$ cat src/phy_pkg.sv
`default_nettype none

package phy_pkg;

    // ====================
    // widths
    // ====================
    localparam int BYTE_W    = 8;
    localparam int SYMBOL_W  = 10;
    localparam int FLIT_SYMS = 5;

    typedef logic [BYTE_W-1:0]              byte_t;
    typedef logic [SYMBOL_W-1:0]            symbol_t;
    typedef logic [FLIT_SYMS*BYTE_W-1:0]    flit_t;
    typedef logic [FLIT_SYMS*SYMBOL_W-1:0]  enc_flit_t;
    typedef logic [6:0]                     pkt_size_t;
    typedef logic [3:0]                     credit_t;

    // ====================
    // word classes
    // ====================
    // class given by the aligner with every word
    typedef enum logic [1:0] {
        COMMA_1_FLIT,
        COMMA_2_FLIT,
        COMMA_DATA
    } code_class_t;

    // decoded meaning of the last word
    typedef enum logic [2:0] {
        START_SEL,
        END_SEL,
        GRTCRED0_SEL,
        GRTCRED1_SEL,
        ACK_SEL,
        DATA_SEL
    } comma_sel_t;

    typedef enum logic [1:0] {
        LOOK_FOR_START,
        LOOK_FOR_DATA,
        LOOK_FOR_END
    } order_state_t;

    // ====================
    // comma codes
    // ====================
    // symbols are {abcdei, fghj} with bit a in the msb, all in the RD- form
    localparam symbol_t START_COMMA    = 10'b001111_1001;
    localparam symbol_t END_COMMA      = 10'b001111_1010;
    localparam symbol_t GRTCRED0_COMMA = 10'b001111_0101;
    localparam symbol_t GRTCRED1_COMMA = 10'b001111_0011;
    localparam symbol_t ACK_COMMA      = 10'b001111_0110;

    // ====================
    // buffering and credits
    // ====================
    localparam int RX_BUF_DEPTH = 8;
    localparam int RX_PTR_W     = $clog2(RX_BUF_DEPTH);

    localparam credit_t CREDIT_MAX = 4'd15;

endpackage

`default_nettype wire

$ cat src/dec_8b10b.sv
`default_nettype none

module dec_8b10b (
    input  phy_pkg::symbol_t symbol,
    output phy_pkg::byte_t   data,
    output logic             is_k,
    output logic             code_err
);

    logic [5:0] six;
    logic [3:0] four;
    logic [3:0] k28_four;
    logic [4:0] lo5;
    logic [2:0] hi3;
    logic [2:0] k28_hi3;
    logic       six_err;
    logic       four_err;
    logic       k28_err;
    logic       alt7;
    logic       is_k28;

    assign six  = symbol[9:4];
    assign four = symbol[3:0];

    // 6b/5b table, both disparity forms share a line
    always_comb begin
        six_err = 1'b0;
        lo5     = 5'd0;
        case (six)
            6'b100111, 6'b011000: lo5 = 5'd0;
            6'b011101, 6'b100010: lo5 = 5'd1;
            6'b101101, 6'b010010: lo5 = 5'd2;
            6'b110001:            lo5 = 5'd3;
            6'b110101, 6'b001010: lo5 = 5'd4;
            6'b101001:            lo5 = 5'd5;
            6'b011001:            lo5 = 5'd6;
            6'b111000, 6'b000111: lo5 = 5'd7;
            6'b111001, 6'b000110: lo5 = 5'd8;
            6'b100101:            lo5 = 5'd9;
            6'b010101:            lo5 = 5'd10;
            6'b110100:            lo5 = 5'd11;
            6'b001101:            lo5 = 5'd12;
            6'b101100:            lo5 = 5'd13;
            6'b011100:            lo5 = 5'd14;
            6'b010111, 6'b101000: lo5 = 5'd15;
            6'b011011, 6'b100100: lo5 = 5'd16;
            6'b100011:            lo5 = 5'd17;
            6'b010011:            lo5 = 5'd18;
            6'b110010:            lo5 = 5'd19;
            6'b001011:            lo5 = 5'd20;
            6'b101010:            lo5 = 5'd21;
            6'b011010:            lo5 = 5'd22;
            6'b111010, 6'b000101: lo5 = 5'd23;
            6'b110011, 6'b001100: lo5 = 5'd24;
            6'b100110:            lo5 = 5'd25;
            6'b010110:            lo5 = 5'd26;
            6'b110110, 6'b001001: lo5 = 5'd27;
            6'b001110, 6'b001111, 6'b110000: lo5 = 5'd28;
            6'b101110, 6'b010001: lo5 = 5'd29;
            6'b011110, 6'b100001: lo5 = 5'd30;
            6'b101011, 6'b010100: lo5 = 5'd31;
            default:              six_err = 1'b1;
        endcase
    end

    // 4b/3b table for data characters and the K.x.7 group
    always_comb begin
        four_err = 1'b0;
        alt7     = 1'b0;
        hi3      = 3'd0;
        case (four)
            4'b1011, 4'b0100: hi3 = 3'd0;
            4'b1001:          hi3 = 3'd1;
            4'b0101:          hi3 = 3'd2;
            4'b1100, 4'b0011: hi3 = 3'd3;
            4'b1101, 4'b0010: hi3 = 3'd4;
            4'b1010:          hi3 = 3'd5;
            4'b0110:          hi3 = 3'd6;
            4'b1110, 4'b0001: hi3 = 3'd7;
            4'b0111, 4'b1000: begin
                hi3  = 3'd7;
                alt7 = 1'b1;
            end
            default:          four_err = 1'b1;
        endcase
    end

    // K28 sub-blocks follow their own 4b mapping, the RD+ form is the inverse
    assign is_k28   = (six == 6'b001111) || (six == 6'b110000);
    assign k28_four = (six == 6'b110000) ? ~four : four;

    always_comb begin
        k28_err = 1'b0;
        k28_hi3 = 3'd0;
        case (k28_four)
            4'b0100: k28_hi3 = 3'd0;
            4'b1001: k28_hi3 = 3'd1;
            4'b0101: k28_hi3 = 3'd2;
            4'b0011: k28_hi3 = 3'd3;
            4'b0010: k28_hi3 = 3'd4;
            4'b1010: k28_hi3 = 3'd5;
            4'b0110: k28_hi3 = 3'd6;
            4'b1000: k28_hi3 = 3'd7;
            default: k28_err = 1'b1;
        endcase
    end

    // K23.7, K27.7, K29.7 and K30.7 use the alternate x.7 sub-block
    assign is_k = is_k28 ||
                  (alt7 && (lo5 == 5'd23 || lo5 == 5'd27 || lo5 == 5'd29 || lo5 == 5'd30));

    assign data     = {(is_k28 ? k28_hi3 : hi3), lo5};
    assign code_err = six_err || (is_k28 ? k28_err : four_err);

endmodule

`default_nettype wire

$ cat src/flit_decoder.sv
`default_nettype none

module flit_decoder (
    input  logic                 CLK,
    input  logic                 nRST,
    input  phy_pkg::enc_flit_t   enc_flit,
    input  logic                 done,
    input  phy_pkg::code_class_t code_class,
    output logic                 done_out,
    output phy_pkg::comma_sel_t  comma_sel,
    output logic                 err_out,
    output phy_pkg::pkt_size_t   curr_packet_size,
    output logic                 ack_vc,
    output logic [1:0]           ack_id,
    output logic [4:0]           ack_req,
    output phy_pkg::flit_t       decoded_flit,
    output logic                 data_push,
    output logic                 grant_vc0,
    output logic                 grant_vc1
);
    import phy_pkg::*;

    flit_t          dec_flit;
    logic [4:0]     sym_k;
    logic [4:0]     sym_err;
    symbol_t        sym0;
    symbol_t        sym1;
    comma_sel_t     n_comma_sel;
    order_state_t   state;
    order_state_t   n_state;
    pkt_size_t      n_packet_size;
    logic           comma_err;
    logic           order_err;
    logic           word_err;
    logic           is_data;
    logic           is_comma;
    logic           is_start;
    logic           is_end;
    logic           is_ack;

    genvar i;
    generate
        for (i = 0; i < FLIT_SYMS; i = i + 1) begin : g_sym
            dec_8b10b u_dec (
                .symbol   (enc_flit[i*SYMBOL_W +: SYMBOL_W]),
                .data     (dec_flit[i*BYTE_W +: BYTE_W]),
                .is_k     (sym_k[i]),
                .code_err (sym_err[i])
            );
        end
    endgenerate

    assign sym0     = enc_flit[SYMBOL_W-1:0];
    assign sym1     = enc_flit[2*SYMBOL_W-1:SYMBOL_W];
    assign is_data  = done && (code_class == COMMA_DATA);
    assign is_comma = done && (code_class != COMMA_DATA);
    assign is_start = done && (code_class == COMMA_1_FLIT) && (sym0 == START_COMMA);
    assign is_end   = done && (code_class == COMMA_1_FLIT) && (sym0 == END_COMMA);
    assign is_ack   = done && (code_class == COMMA_2_FLIT) && (sym1 == ACK_COMMA);

    // ====================
    // comma classification
    // ====================
    always_comb begin
        n_comma_sel = comma_sel;
        comma_err   = 1'b0;
        if (done) begin
            case (code_class)
                COMMA_1_FLIT: begin
                    case (sym0)
                        START_COMMA:    n_comma_sel = START_SEL;
                        END_COMMA:      n_comma_sel = END_SEL;
                        GRTCRED0_COMMA: n_comma_sel = GRTCRED0_SEL;
                        GRTCRED1_COMMA: n_comma_sel = GRTCRED1_SEL;
                        default:        comma_err   = 1'b1;
                    endcase
                end
                COMMA_2_FLIT: begin
                    if (sym1 == ACK_COMMA) begin
                        n_comma_sel = ACK_SEL;
                    end else begin
                        comma_err = 1'b1;
                    end
                end
                COMMA_DATA: n_comma_sel = DATA_SEL;
                default:    comma_err   = 1'b1;
            endcase
        end
    end

    // ====================
    // packet order
    // ====================
    always_comb begin
        n_state   = state;
        order_err = 1'b0;
        case (state)
            LOOK_FOR_START: begin
                if (is_start) begin
                    n_state = LOOK_FOR_DATA;
                end else if (is_data) begin
                    order_err = 1'b1;
                end
            end
            LOOK_FOR_DATA: begin
                if (is_data) begin
                    n_state = LOOK_FOR_END;
                end else if (is_comma) begin
                    order_err = 1'b1;
                end
            end
            LOOK_FOR_END: begin
                if (is_end) begin
                    n_state = LOOK_FOR_START;
                end else if (is_comma) begin
                    order_err = 1'b1;
                    // a repeated start opens a fresh packet
                    if (is_start) begin
                        n_state = LOOK_FOR_DATA;
                    end
                end
            end
            default: n_state = LOOK_FOR_START;
        endcase
    end

    // first data flit announces the length in byte 0, later flits count it down
    always_comb begin
        n_packet_size = curr_packet_size;
        if (is_data) begin
            if (state == LOOK_FOR_DATA) begin
                n_packet_size = (dec_flit[6:0] == 7'd0) ? 7'd0 : dec_flit[6:0] - 7'd1;
            end else if (curr_packet_size != 7'd0) begin
                n_packet_size = curr_packet_size - 7'd1;
            end
        end else if (is_comma) begin
            n_packet_size = '0;
        end
    end

    assign word_err = done && ((|sym_err) || (is_data && (|sym_k)) || comma_err || order_err);

    always_ff @(posedge CLK or negedge nRST) begin
        if (!nRST) begin
            done_out         <= 1'b0;
            err_out          <= 1'b0;
            comma_sel        <= START_SEL;
            curr_packet_size <= '0;
            state            <= LOOK_FOR_START;
            data_push        <= 1'b0;
            grant_vc0        <= 1'b0;
            grant_vc1        <= 1'b0;
        end else begin
            done_out         <= done;
            err_out          <= word_err;
            comma_sel        <= n_comma_sel;
            curr_packet_size <= n_packet_size;
            state            <= n_state;
            data_push        <= is_data && !word_err;
            // a grant inside a damaged or misplaced word is not trusted
            grant_vc0        <= !word_err && (n_comma_sel == GRTCRED0_SEL) && is_comma;
            grant_vc1        <= !word_err && (n_comma_sel == GRTCRED1_SEL) && is_comma;
        end
    end

    always_ff @(posedge CLK) begin
        if (is_data) begin
            decoded_flit <= dec_flit;
        end
        if (is_ack) begin
            ack_vc  <= dec_flit[7];
            ack_id  <= dec_flit[6:5];
            ack_req <= dec_flit[4:0];
        end
    end

endmodule

`default_nettype wire

$ cat src/tx_credit_counter.sv
`default_nettype none

module tx_credit_counter (
    input  logic             CLK,
    input  logic             nRST,
    input  logic             grant_vc0,
    input  logic             grant_vc1,
    input  logic             tx_consume_vc0,
    input  logic             tx_consume_vc1,
    output phy_pkg::credit_t credits_vc0,
    output phy_pkg::credit_t credits_vc1
);
    import phy_pkg::*;

    // grant and consume together cancel out
    function automatic credit_t next_credit(credit_t cnt, logic up, logic down);
        credit_t nxt;
        nxt = cnt;
        if (up && !down && cnt != CREDIT_MAX) begin
            nxt = cnt + 4'd1;
        end else if (down && !up && cnt != 4'd0) begin
            nxt = cnt - 4'd1;
        end
        return nxt;
    endfunction

    always_ff @(posedge CLK or negedge nRST) begin
        if (!nRST) begin
            credits_vc0 <= '0;
            credits_vc1 <= '0;
        end else begin
            credits_vc0 <= next_credit(credits_vc0, grant_vc0, tx_consume_vc0);
            credits_vc1 <= next_credit(credits_vc1, grant_vc1, tx_consume_vc1);
        end
    end

endmodule

`default_nettype wire

$ cat src/rx_flit_buffer.sv
`default_nettype none

module rx_flit_buffer (
    input  logic           CLK,
    input  logic           nRST,
    input  logic           push,
    input  phy_pkg::flit_t flit_in,
    input  logic           pop,
    output phy_pkg::flit_t rx_flit,
    output logic           rx_valid,
    output logic           credit_return,
    output logic           overflow
);
    import phy_pkg::*;

    flit_t               mem [RX_BUF_DEPTH];
    logic [RX_PTR_W-1:0] wr_ptr;
    logic [RX_PTR_W-1:0] rd_ptr;
    logic [RX_PTR_W:0]   count;
    logic                full;
    logic                push_ok;
    logic                pop_ok;

    assign full     = (count == (RX_PTR_W+1)'(RX_BUF_DEPTH));
    assign rx_valid = (count != '0);
    assign rx_flit  = mem[rd_ptr];
    assign push_ok  = push && !full;
    assign pop_ok   = pop && rx_valid;

    always_ff @(posedge CLK) begin
        if (push_ok) begin
            mem[wr_ptr] <= flit_in;
        end
    end

    // pointers wrap on their own since the depth is a power of two
    always_ff @(posedge CLK or negedge nRST) begin
        if (!nRST) begin
            wr_ptr        <= '0;
            rd_ptr        <= '0;
            count         <= '0;
            credit_return <= 1'b0;
            overflow      <= 1'b0;
        end else begin
            if (push_ok) begin
                wr_ptr <= wr_ptr + 1'b1;
            end
            if (pop_ok) begin
                rd_ptr <= rd_ptr + 1'b1;
            end
            if (push_ok && !pop_ok) begin
                count <= count + 1'b1;
            end else if (pop_ok && !push_ok) begin
                count <= count - 1'b1;
            end
            // each freed slot goes back to the partner as one credit
            credit_return <= pop_ok;
            if (push && full) begin
                overflow <= 1'b1;
            end
        end
    end

endmodule

`default_nettype wire

$ cat src/phy_rx.sv
`default_nettype none

module phy_rx (
    input  logic                 CLK,
    input  logic                 nRST,
    input  phy_pkg::enc_flit_t   enc_flit,
    input  logic                 done,
    input  phy_pkg::code_class_t code_class,
    input  logic                 pop,
    input  logic                 tx_consume_vc0,
    input  logic                 tx_consume_vc1,
    output logic                 done_out,
    output phy_pkg::comma_sel_t  comma_sel,
    output logic                 err_out,
    output phy_pkg::pkt_size_t   curr_packet_size,
    output logic                 ack_vc,
    output logic [1:0]           ack_id,
    output logic [4:0]           ack_req,
    output phy_pkg::flit_t       rx_flit,
    output logic                 rx_valid,
    output logic                 credit_return,
    output logic                 overflow,
    output phy_pkg::credit_t     credits_vc0,
    output phy_pkg::credit_t     credits_vc1
);
    import phy_pkg::*;

    flit_t decoded_flit;
    logic  data_push;
    logic  grant_vc0;
    logic  grant_vc1;

    flit_decoder u_flit_decoder (
        .CLK              (CLK),
        .nRST             (nRST),
        .enc_flit         (enc_flit),
        .done             (done),
        .code_class       (code_class),
        .done_out         (done_out),
        .comma_sel        (comma_sel),
        .err_out          (err_out),
        .curr_packet_size (curr_packet_size),
        .ack_vc           (ack_vc),
        .ack_id           (ack_id),
        .ack_req          (ack_req),
        .decoded_flit     (decoded_flit),
        .data_push        (data_push),
        .grant_vc0        (grant_vc0),
        .grant_vc1        (grant_vc1)
    );

    rx_flit_buffer u_rx_flit_buffer (
        .CLK           (CLK),
        .nRST          (nRST),
        .push          (data_push),
        .flit_in       (decoded_flit),
        .pop           (pop),
        .rx_flit       (rx_flit),
        .rx_valid      (rx_valid),
        .credit_return (credit_return),
        .overflow      (overflow)
    );

    tx_credit_counter u_tx_credit_counter (
        .CLK            (CLK),
        .nRST           (nRST),
        .grant_vc0      (grant_vc0),
        .grant_vc1      (grant_vc1),
        .tx_consume_vc0 (tx_consume_vc0),
        .tx_consume_vc1 (tx_consume_vc1),
        .credits_vc0    (credits_vc0),
        .credits_vc1    (credits_vc1)
    );

endmodule

`default_nettype wire

$ cat config.mk
export PLATFORM = sky130hd
export DESIGN_NAME = phy_rx
export DESIGN_NICKNAME = d
export VERILOG_FILES = /design/src/phy_pkg.sv /design/src/dec_8b10b.sv /design/src/flit_decoder.sv /design/src/tx_credit_counter.sv /design/src/rx_flit_buffer.sv /design/src/phy_rx.sv
export SDC_FILE = /design/constraint.sdc
export NUM_CORES = 1
export LEC_CHECK = 0
export ABC_AREA = 1
export BUFFER_PORTS_ARGS = -buffer_cell sky130_fd_sc_hd__buf_2
export CAP_MARGIN = 20
export CORE_AREA = 2 2 266 189
export DETAILED_ROUTE_END_ITERATION = 12
export DIE_AREA = 0 0 268 191
export GPL_ROUTABILITY_DRIVEN = 0
export SYNTH_ARGS = -nofsm -noshare
export SYNTH_HDL_FRONTEND = slang
export SYNTH_SLANG_ARGS = --single-unit
$ cat constraint.sdc
create_clock -name CLK -period 4.59 [get_ports CLK]
set_clock_uncertainty 0.1 [all_clocks]
set_input_delay 0.2295 -clock CLK [delete_from_list [all_inputs] [get_ports CLK]]
set_output_delay 0.2295 -clock CLK [all_outputs]
set_load 0.03 [all_outputs]
### Yosys cells after proc, flatten, opt, wreduce, memory -nomap -nowiden

Memories as Yosys holds them, arrays and structs flattened.
Cells that the tools add are included.

* register bits after elaboration: 85
* RAM bits: 320
* bits of input ports: 58
* word-level logic and storage cells: 699
* memories kept: 1

* $add $sub $neg: 10
* equal/unequal tests: 388
* muxes and demuxes: 82
* bitwise operators: 5
* reductions and logical operators: 194

Memory list
* u_rx_flit_buffer.mem: words 8, bits a word 40, read ports 1, clocked after memory_dff 0, write ports 1, line rx_flit_buffer.sv:16 `flit_t mem [RX_BUF_DEPTH];`

Operators by type and width (number)
* $pmux W5 S31: 5
* $eq A6 B6 Y1 const B: 120
* $eq A6 B5 Y1 const B: 70
* $reduce_or A48 Y1: 5
* $eq A6 B4 Y1 const B: 35
* $pmux W3 S7: 10
* $eq A4 B4 Y1 const B: 51
* $reduce_or A2 Y1: 80
* $eq A4 B3 Y1 const B: 35
* $eq A5 B5 Y1 const B: 20
* $eq A6 B3 Y1 const B: 15
* $eq A4 B2 Y1 const B: 20
* $reduce_or A14 Y1: 5
* $eq A10 B8 Y1 const B: 5
* $mux W4: 11
* $reduce_or A8 Y1: 5
* $mux W1: 35
* $mux W7: 5
* $logic_or A1 B1 Y1: 33
* $logic_and A1 B1 Y1: 32
* $reduce_or A4 Y1: 6
* $mux W3: 7
* $eq A4 B1 Y1 const B: 5
* $not A4 Y4: 5
* 26 further kinds: 59

### Logic depth before layout (Yosys ltp)

* depth in word-level cells: 18
* gate-level depth with buffers: 18

### By module

A second synthesis with hierarchy kept.

* cell total of the unflattened synthesis: 2725
* area total of the unflattened synthesis: 22681.8 um2

By module, submodules not included
* rx_flit_buffer: instances 1, cells an instance 1144, area an instance 13414.1 um2, sequential area each 9909.5 um2
* dec_8b10b: instances 5, cells an instance 248, area an instance 1162.4 um2, sequential area each 0.0 um2
* flit_decoder: instances 1, cells an instance 257, area an instance 2792.7 um2, sequential area each 1866.8 um2
* tx_credit_counter: instances 1, cells an instance 84, area an instance 663.1 um2, sequential area each 200.2 um2

### Least setup slack after synthesis

No wires, ideal clock.

* kind: reg2reg
* from: register u_rx_flit_buffer.count[0]
* to: memory u_rx_flit_buffer.mem[0][0] in the netlist's numbering, enable pin
* setup time: 437 ps
* data arrival time: 2916 ps
* slack: 1136 ps
* stages on the path, launching flop included: 8
* period minus slack after synthesis: 3454 ps
* path through: dfrtp_1 > nor2_1 > nand3b_1 > and2_1 > clkbuf_1 > inv_1 > or2_2 > nor2_1

* longest elaborated chain between the ends: 5

RTL lines
* start, declared: line rx_flit_buffer.sv:19 `logic [RX_PTR_W:0] count;`
* start signal, assigned: line rx_flit_buffer.sv:52 `count <= count + 1'b1;`
* start signal, assigned: line rx_flit_buffer.sv:54 `count <= count - 1'b1;`
* $eq A4 B4 Y1: line rx_flit_buffer.sv:24 `assign full = (count == (RX_PTR_W+1)'(RX_BUF_DEPTH));`
* $logic_not A1 Y1: line rx_flit_buffer.sv:27 `assign push_ok = push && !full;`
* $logic_and A1 B1 Y1: line rx_flit_buffer.sv:27
* via u_rx_flit_buffer.push_ok: line rx_flit_buffer.sv:21 `logic push_ok;`
* $mux W1: line rx_flit_buffer.sv:31 `if (push_ok) begin`
* $mux W1 (not written as such): line rx_flit_buffer.sv:32 `mem[wr_ptr] <= flit_in;`
* end, declared: line rx_flit_buffer.sv:16

The timed path passes the listed nets, and every way through them passes these cells.

### Worst setup path after layout

* from: register u_rx_flit_buffer.rd_ptr[0]
* to: output port rx_flit[33]

* longest elaborated chain between the ends: 1

RTL lines
* start, declared: line rx_flit_buffer.sv:18 `logic [RX_PTR_W-1:0] rd_ptr;`
* start signal, assigned: line rx_flit_buffer.sv:49 `rd_ptr <= rd_ptr + 1'b1;`
* $mem_v2 Z8 W40
* end, declared: line phy_rx.sv:19 `output phy_pkg::flit_t rx_flit,`

No other way between the ends.

==> key figures <==
STA
  – Min cycle time layout: between 3000 and 4000 ps
  – Final worst setup slack: ~1000 ps
  – Max Freq: 278 MHz
  – Slew Limit Fails: 0
  – Rel. slew slack: 36.0%
  – Setup TNS: 0 ps
  – Final period util: 78.3%
  – Final setup vio count: 0
  – RSZ-0062 raised after global routing: false
  – Hold Vio Cnt, Final: 0
  – Worst Max-Slew Pin Slew: 956 ps

Floorplan
  – Core area: 0.0488 sq mm
  – Die height: 191 um
  – # rows: slightly below 70
  – Die Footprint: 0.0512 sq mm
  – Die width: 268 um
  – Initial Util: 44.4%
  – I/O Pins: 129

Place
  – Setup Slack @ Placement: roughly 1500 ps
  – I/O Buffers: 128
  – Area post-placement: 0.0230 sq mm
  – DPL Wire Length: 39.8 mm

Global route
  – Antenna violations before repair: 5
  – Number of global-route vias before repair: around 17000
  – Largest net degree at the start of global routing: 78
  – Gr ovfl total: 0
  – Total Routing Usage GR: a little under a quarter
  – Global-route wire length before repair: slightly above 90 mm

Setup path
  – Worst Path Required: approximately 4300 ps
  – Crit-path max FO: 77
  – Max incr delay on CP: about 780 ps
  – Critical path launch point type: flop
  – CP max stage cell: dfrtp_4
  – CP cell instances: inv_4 -> buf_4 -> nor2_1 -> o22ai_1 -> nor2_1 -> a31oi_1 -> buf_2
  – CP most frequent cell: nor2_1
  – Worst setup path class: reg2out
  – Crit end category: primary output
  – WP data arrival: ~3300 ps

CTS
  – Worst-Skew Late Latency: ~530 ps
  – Post-CTS setup buffer count: 0
  – CTS sink count: 405
  – Clk slew on worst S/H paths: 60 ps
  – CTS buffer count: 42
  – # H-tree levels: 2
  – CTS resizes: 0
  – Clock buffer depth: 3
  – CTS tree: done
  – Root Driver: clkbuf_16

Drt
  – Initial DRT Pass Iterations: 6
  – Via count: 18300
  – Detail Route Antenna Nets: 0
  – Starting DRT DRC Count: 1837
  – Routed length per instance: between 15 and 20 um
  – Total Wirelength: 58.7 mm
  – Via density per instance: 5.46
  – Residual DRC: 0

Power and ir drop
  – P per Cell Area: 497 mW/mm^2
  – Leak: 10.1 nW
  – Maximum vdd drop: 0.274 mV
  – Total power draw: 12.2 mW

Synthesis
  – Synth top area cells: edfxtp_1, nand2_1, nor2_1
  – Number of synthesized flops with an enable pin: 368
  – Syn Nets: 2616
  – Most numerous cell in the Yosys netlist: nand2_1
  – Mapped Cells: 2541
  – Yosys warns: 0
  – Synth top area share: 51.0%
  – Sequential element share of the synthesized area: 55.3%
  – Synth Register Bits: around 410
  – Area leader, netlist: edfxtp_1
  – Synth Cell Area: 0.0217 sq mm
  – Most instantiated cells after synthesis: nand2_1, nor2_1, edfxtp_1, o21ai_0, inv_1
  – Yosys cell types: 50
  – Avg Inst Size Synth: 8.52 sq um
  – Synth async-reset ratio: 9.14%
  – Top FF cell, synth: edfxtp_1

Finish
  – Nets: 2730
  – Layout cells sized above 1: a little over a tenth
  – Filler instances: 4567
  – Reg area: roughly 0.012 sq mm
  – Post-route design area: about 0.024 sq mm
  – Post-layout util: 50.3%
  – Footprint of the multi-input gates: 0.00868 sq mm
  – P&R area growth vs syn: 13.2%

Run status
  – Status: complete, no violations

Min path
  – Hold/Removal Path Class: in2reg

Run
  – Maxcap violations: 0
-- cells in the final DEF (no fill, tap or decap), types with 3 or more instances in the layout --
cell type      netlist  final
nand2_2             13     13
inv_1              171    170
clkbuf_1            60      6
nor2_2              10     10
nand4_1             37     37
nand2_1            573    573
nor4_1              10     10
o22ai_1             53     53
nand3_1            148    148
bufinv_16            0      5
o21ai_0            250    250
nand3b_1             5      5
xor2_1              12     12
dlygate4sd3_1        0      5
nor2_1             557    548
diode_2              0      4
fa_1                 3      3
inv_2               10     11
buf_2               12    128
o31ai_1              6      6
o21ai_1              8      8
clkbuf_8             0      3
nor3_1              22     22
xnor2_1              7      7
clkinv_1             2      7
nand3_4              3      3
nor3b_1              8      8
edfxtp_1           368    368
or2_2                4      4
dfrtp_1             37     35
buf_4                7     23
a21oi_1             42     42
clkbuf_16            0     43
ha_1                14     14
clkinv_2             0      7
a2111oi_0            4      4
a31oi_1             42     42
nor2_4              14     23
-- where the power goes --
group / internal [mW] / total [mW] / switching, mW / leakage, nW
registers: 4.21 / 4.50 / 0.287 / 3.74
logic: 1.23 / 4.25 / 3.01 / 5.63
clock network: 2.05 / 3.43 / 1.38 / 0.688
total: 7.50 / 12.2 / 4.68 / 10.1
-- worst paths after layout --
kind / start / to / slack (ps) / depth (start not counted)
worst max-delay path: u_rx_flit_buffer.rd_ptr[0] / rx_flit[33] / 1000 / 7
worst min-delay path: tx_consume_vc1 / u_tx_credit_counter.credits_vc1[3] / 60 / 5
worst max register to register: u_rx_flit_buffer.count[0] / u_rx_flit_buffer.mem[4][3] / 1750 / 7
worst min register to register: u_flit_decoder.state[0] / u_flit_decoder.state[0] / 410 / 1
max in group asynchronous: nRST / u_rx_flit_buffer.rd_ptr[0] / 3460 / 2
min in group asynchronous: nRST / u_tx_credit_counter.credits_vc0[3] / 250 / 2
-- layer usage --
layer	up-vias	wire length, um	GRT usage [%]	part of all wire [%]
met2	665	25600	33.8	44
li1	8897	-	-	-
met3	97	4230	4.01	7.2
met5	-	0	0	0
met1	8660	27600	33.6	47
met4	0	1300	5.95	2.2
-- repair_timing --
| item | in CTS | in global routing |
|---|---|---|
| hold endpoints to repair | 43 | 0 |
| hold buffers | 5 | 0 |
| endpoints found under the setup margin | 0 | 0 |
-- through the flow --
| stage | std cells | hold WS (ps) |
|---|---|---|
| after CTS | 3350 | 34.6 |
| final | 3355 | 58.7 |
| after floorplan | 2541 | -166 |
| after global routing | 3355 | 74.2 |
| after detailed placement | 3270 | 311 |
| after global placement | 3270 | 297 |
-- kinds of logic after synthesis --
logic type	synth area share [%]
AOI/OAI and AO/OA	10.4
and+or+nand+nor	27.5
xor gates and xnor gates	0.769
adders and majority gates	1.09
buffers and inverters	4.89
DFF	55.3
-- state kept, by name, indices dropped and copies added (netlist names), 2 cells and up --
name / flops
u_flit_decoder.ack_req: 5
u_flit_decoder.state: 2
u_tx_credit_counter.credits_vc1: 4
u_flit_decoder.ack_id: 2
u_tx_credit_counter.credits_vc0: 4
u_rx_flit_buffer.wr_ptr: 3
u_flit_decoder.comma_sel: 3
u_rx_flit_buffer.rd_ptr: 3
u_rx_flit_buffer.mem: 320
u_rx_flit_buffer.count: 4
u_flit_decoder.curr_packet_size: 7
u_flit_decoder.decoded_flit: 40
-- critical path: cells and delay by family (launching register included) --
| family | cells | cell delay (ps) |
|---|---|---|
| DFF | 1 | 780 |
| AOI/OAI and AO/OA | 2 | 470 |
| buffers and inverters | 3 | 1280 |
| and+or+nand+nor | 2 | 140 |
-- area by class of cell --
cell class / count / share of cell area [%]
Sequential cell: 405 / 48.9
Inverter: 183 / 2.81
Timing Repair Buffer: 158 / 3.69
Clock inverter: 23 / 1.06
Clock buffer: 52 / 4.65
Tap cell: 665 / 3.40
Multi-Input combinational cell: 1865 / 35.4
Antenna cell: 4 / 0.0409
Note: power is estimated with default switching activity, not from simulation.
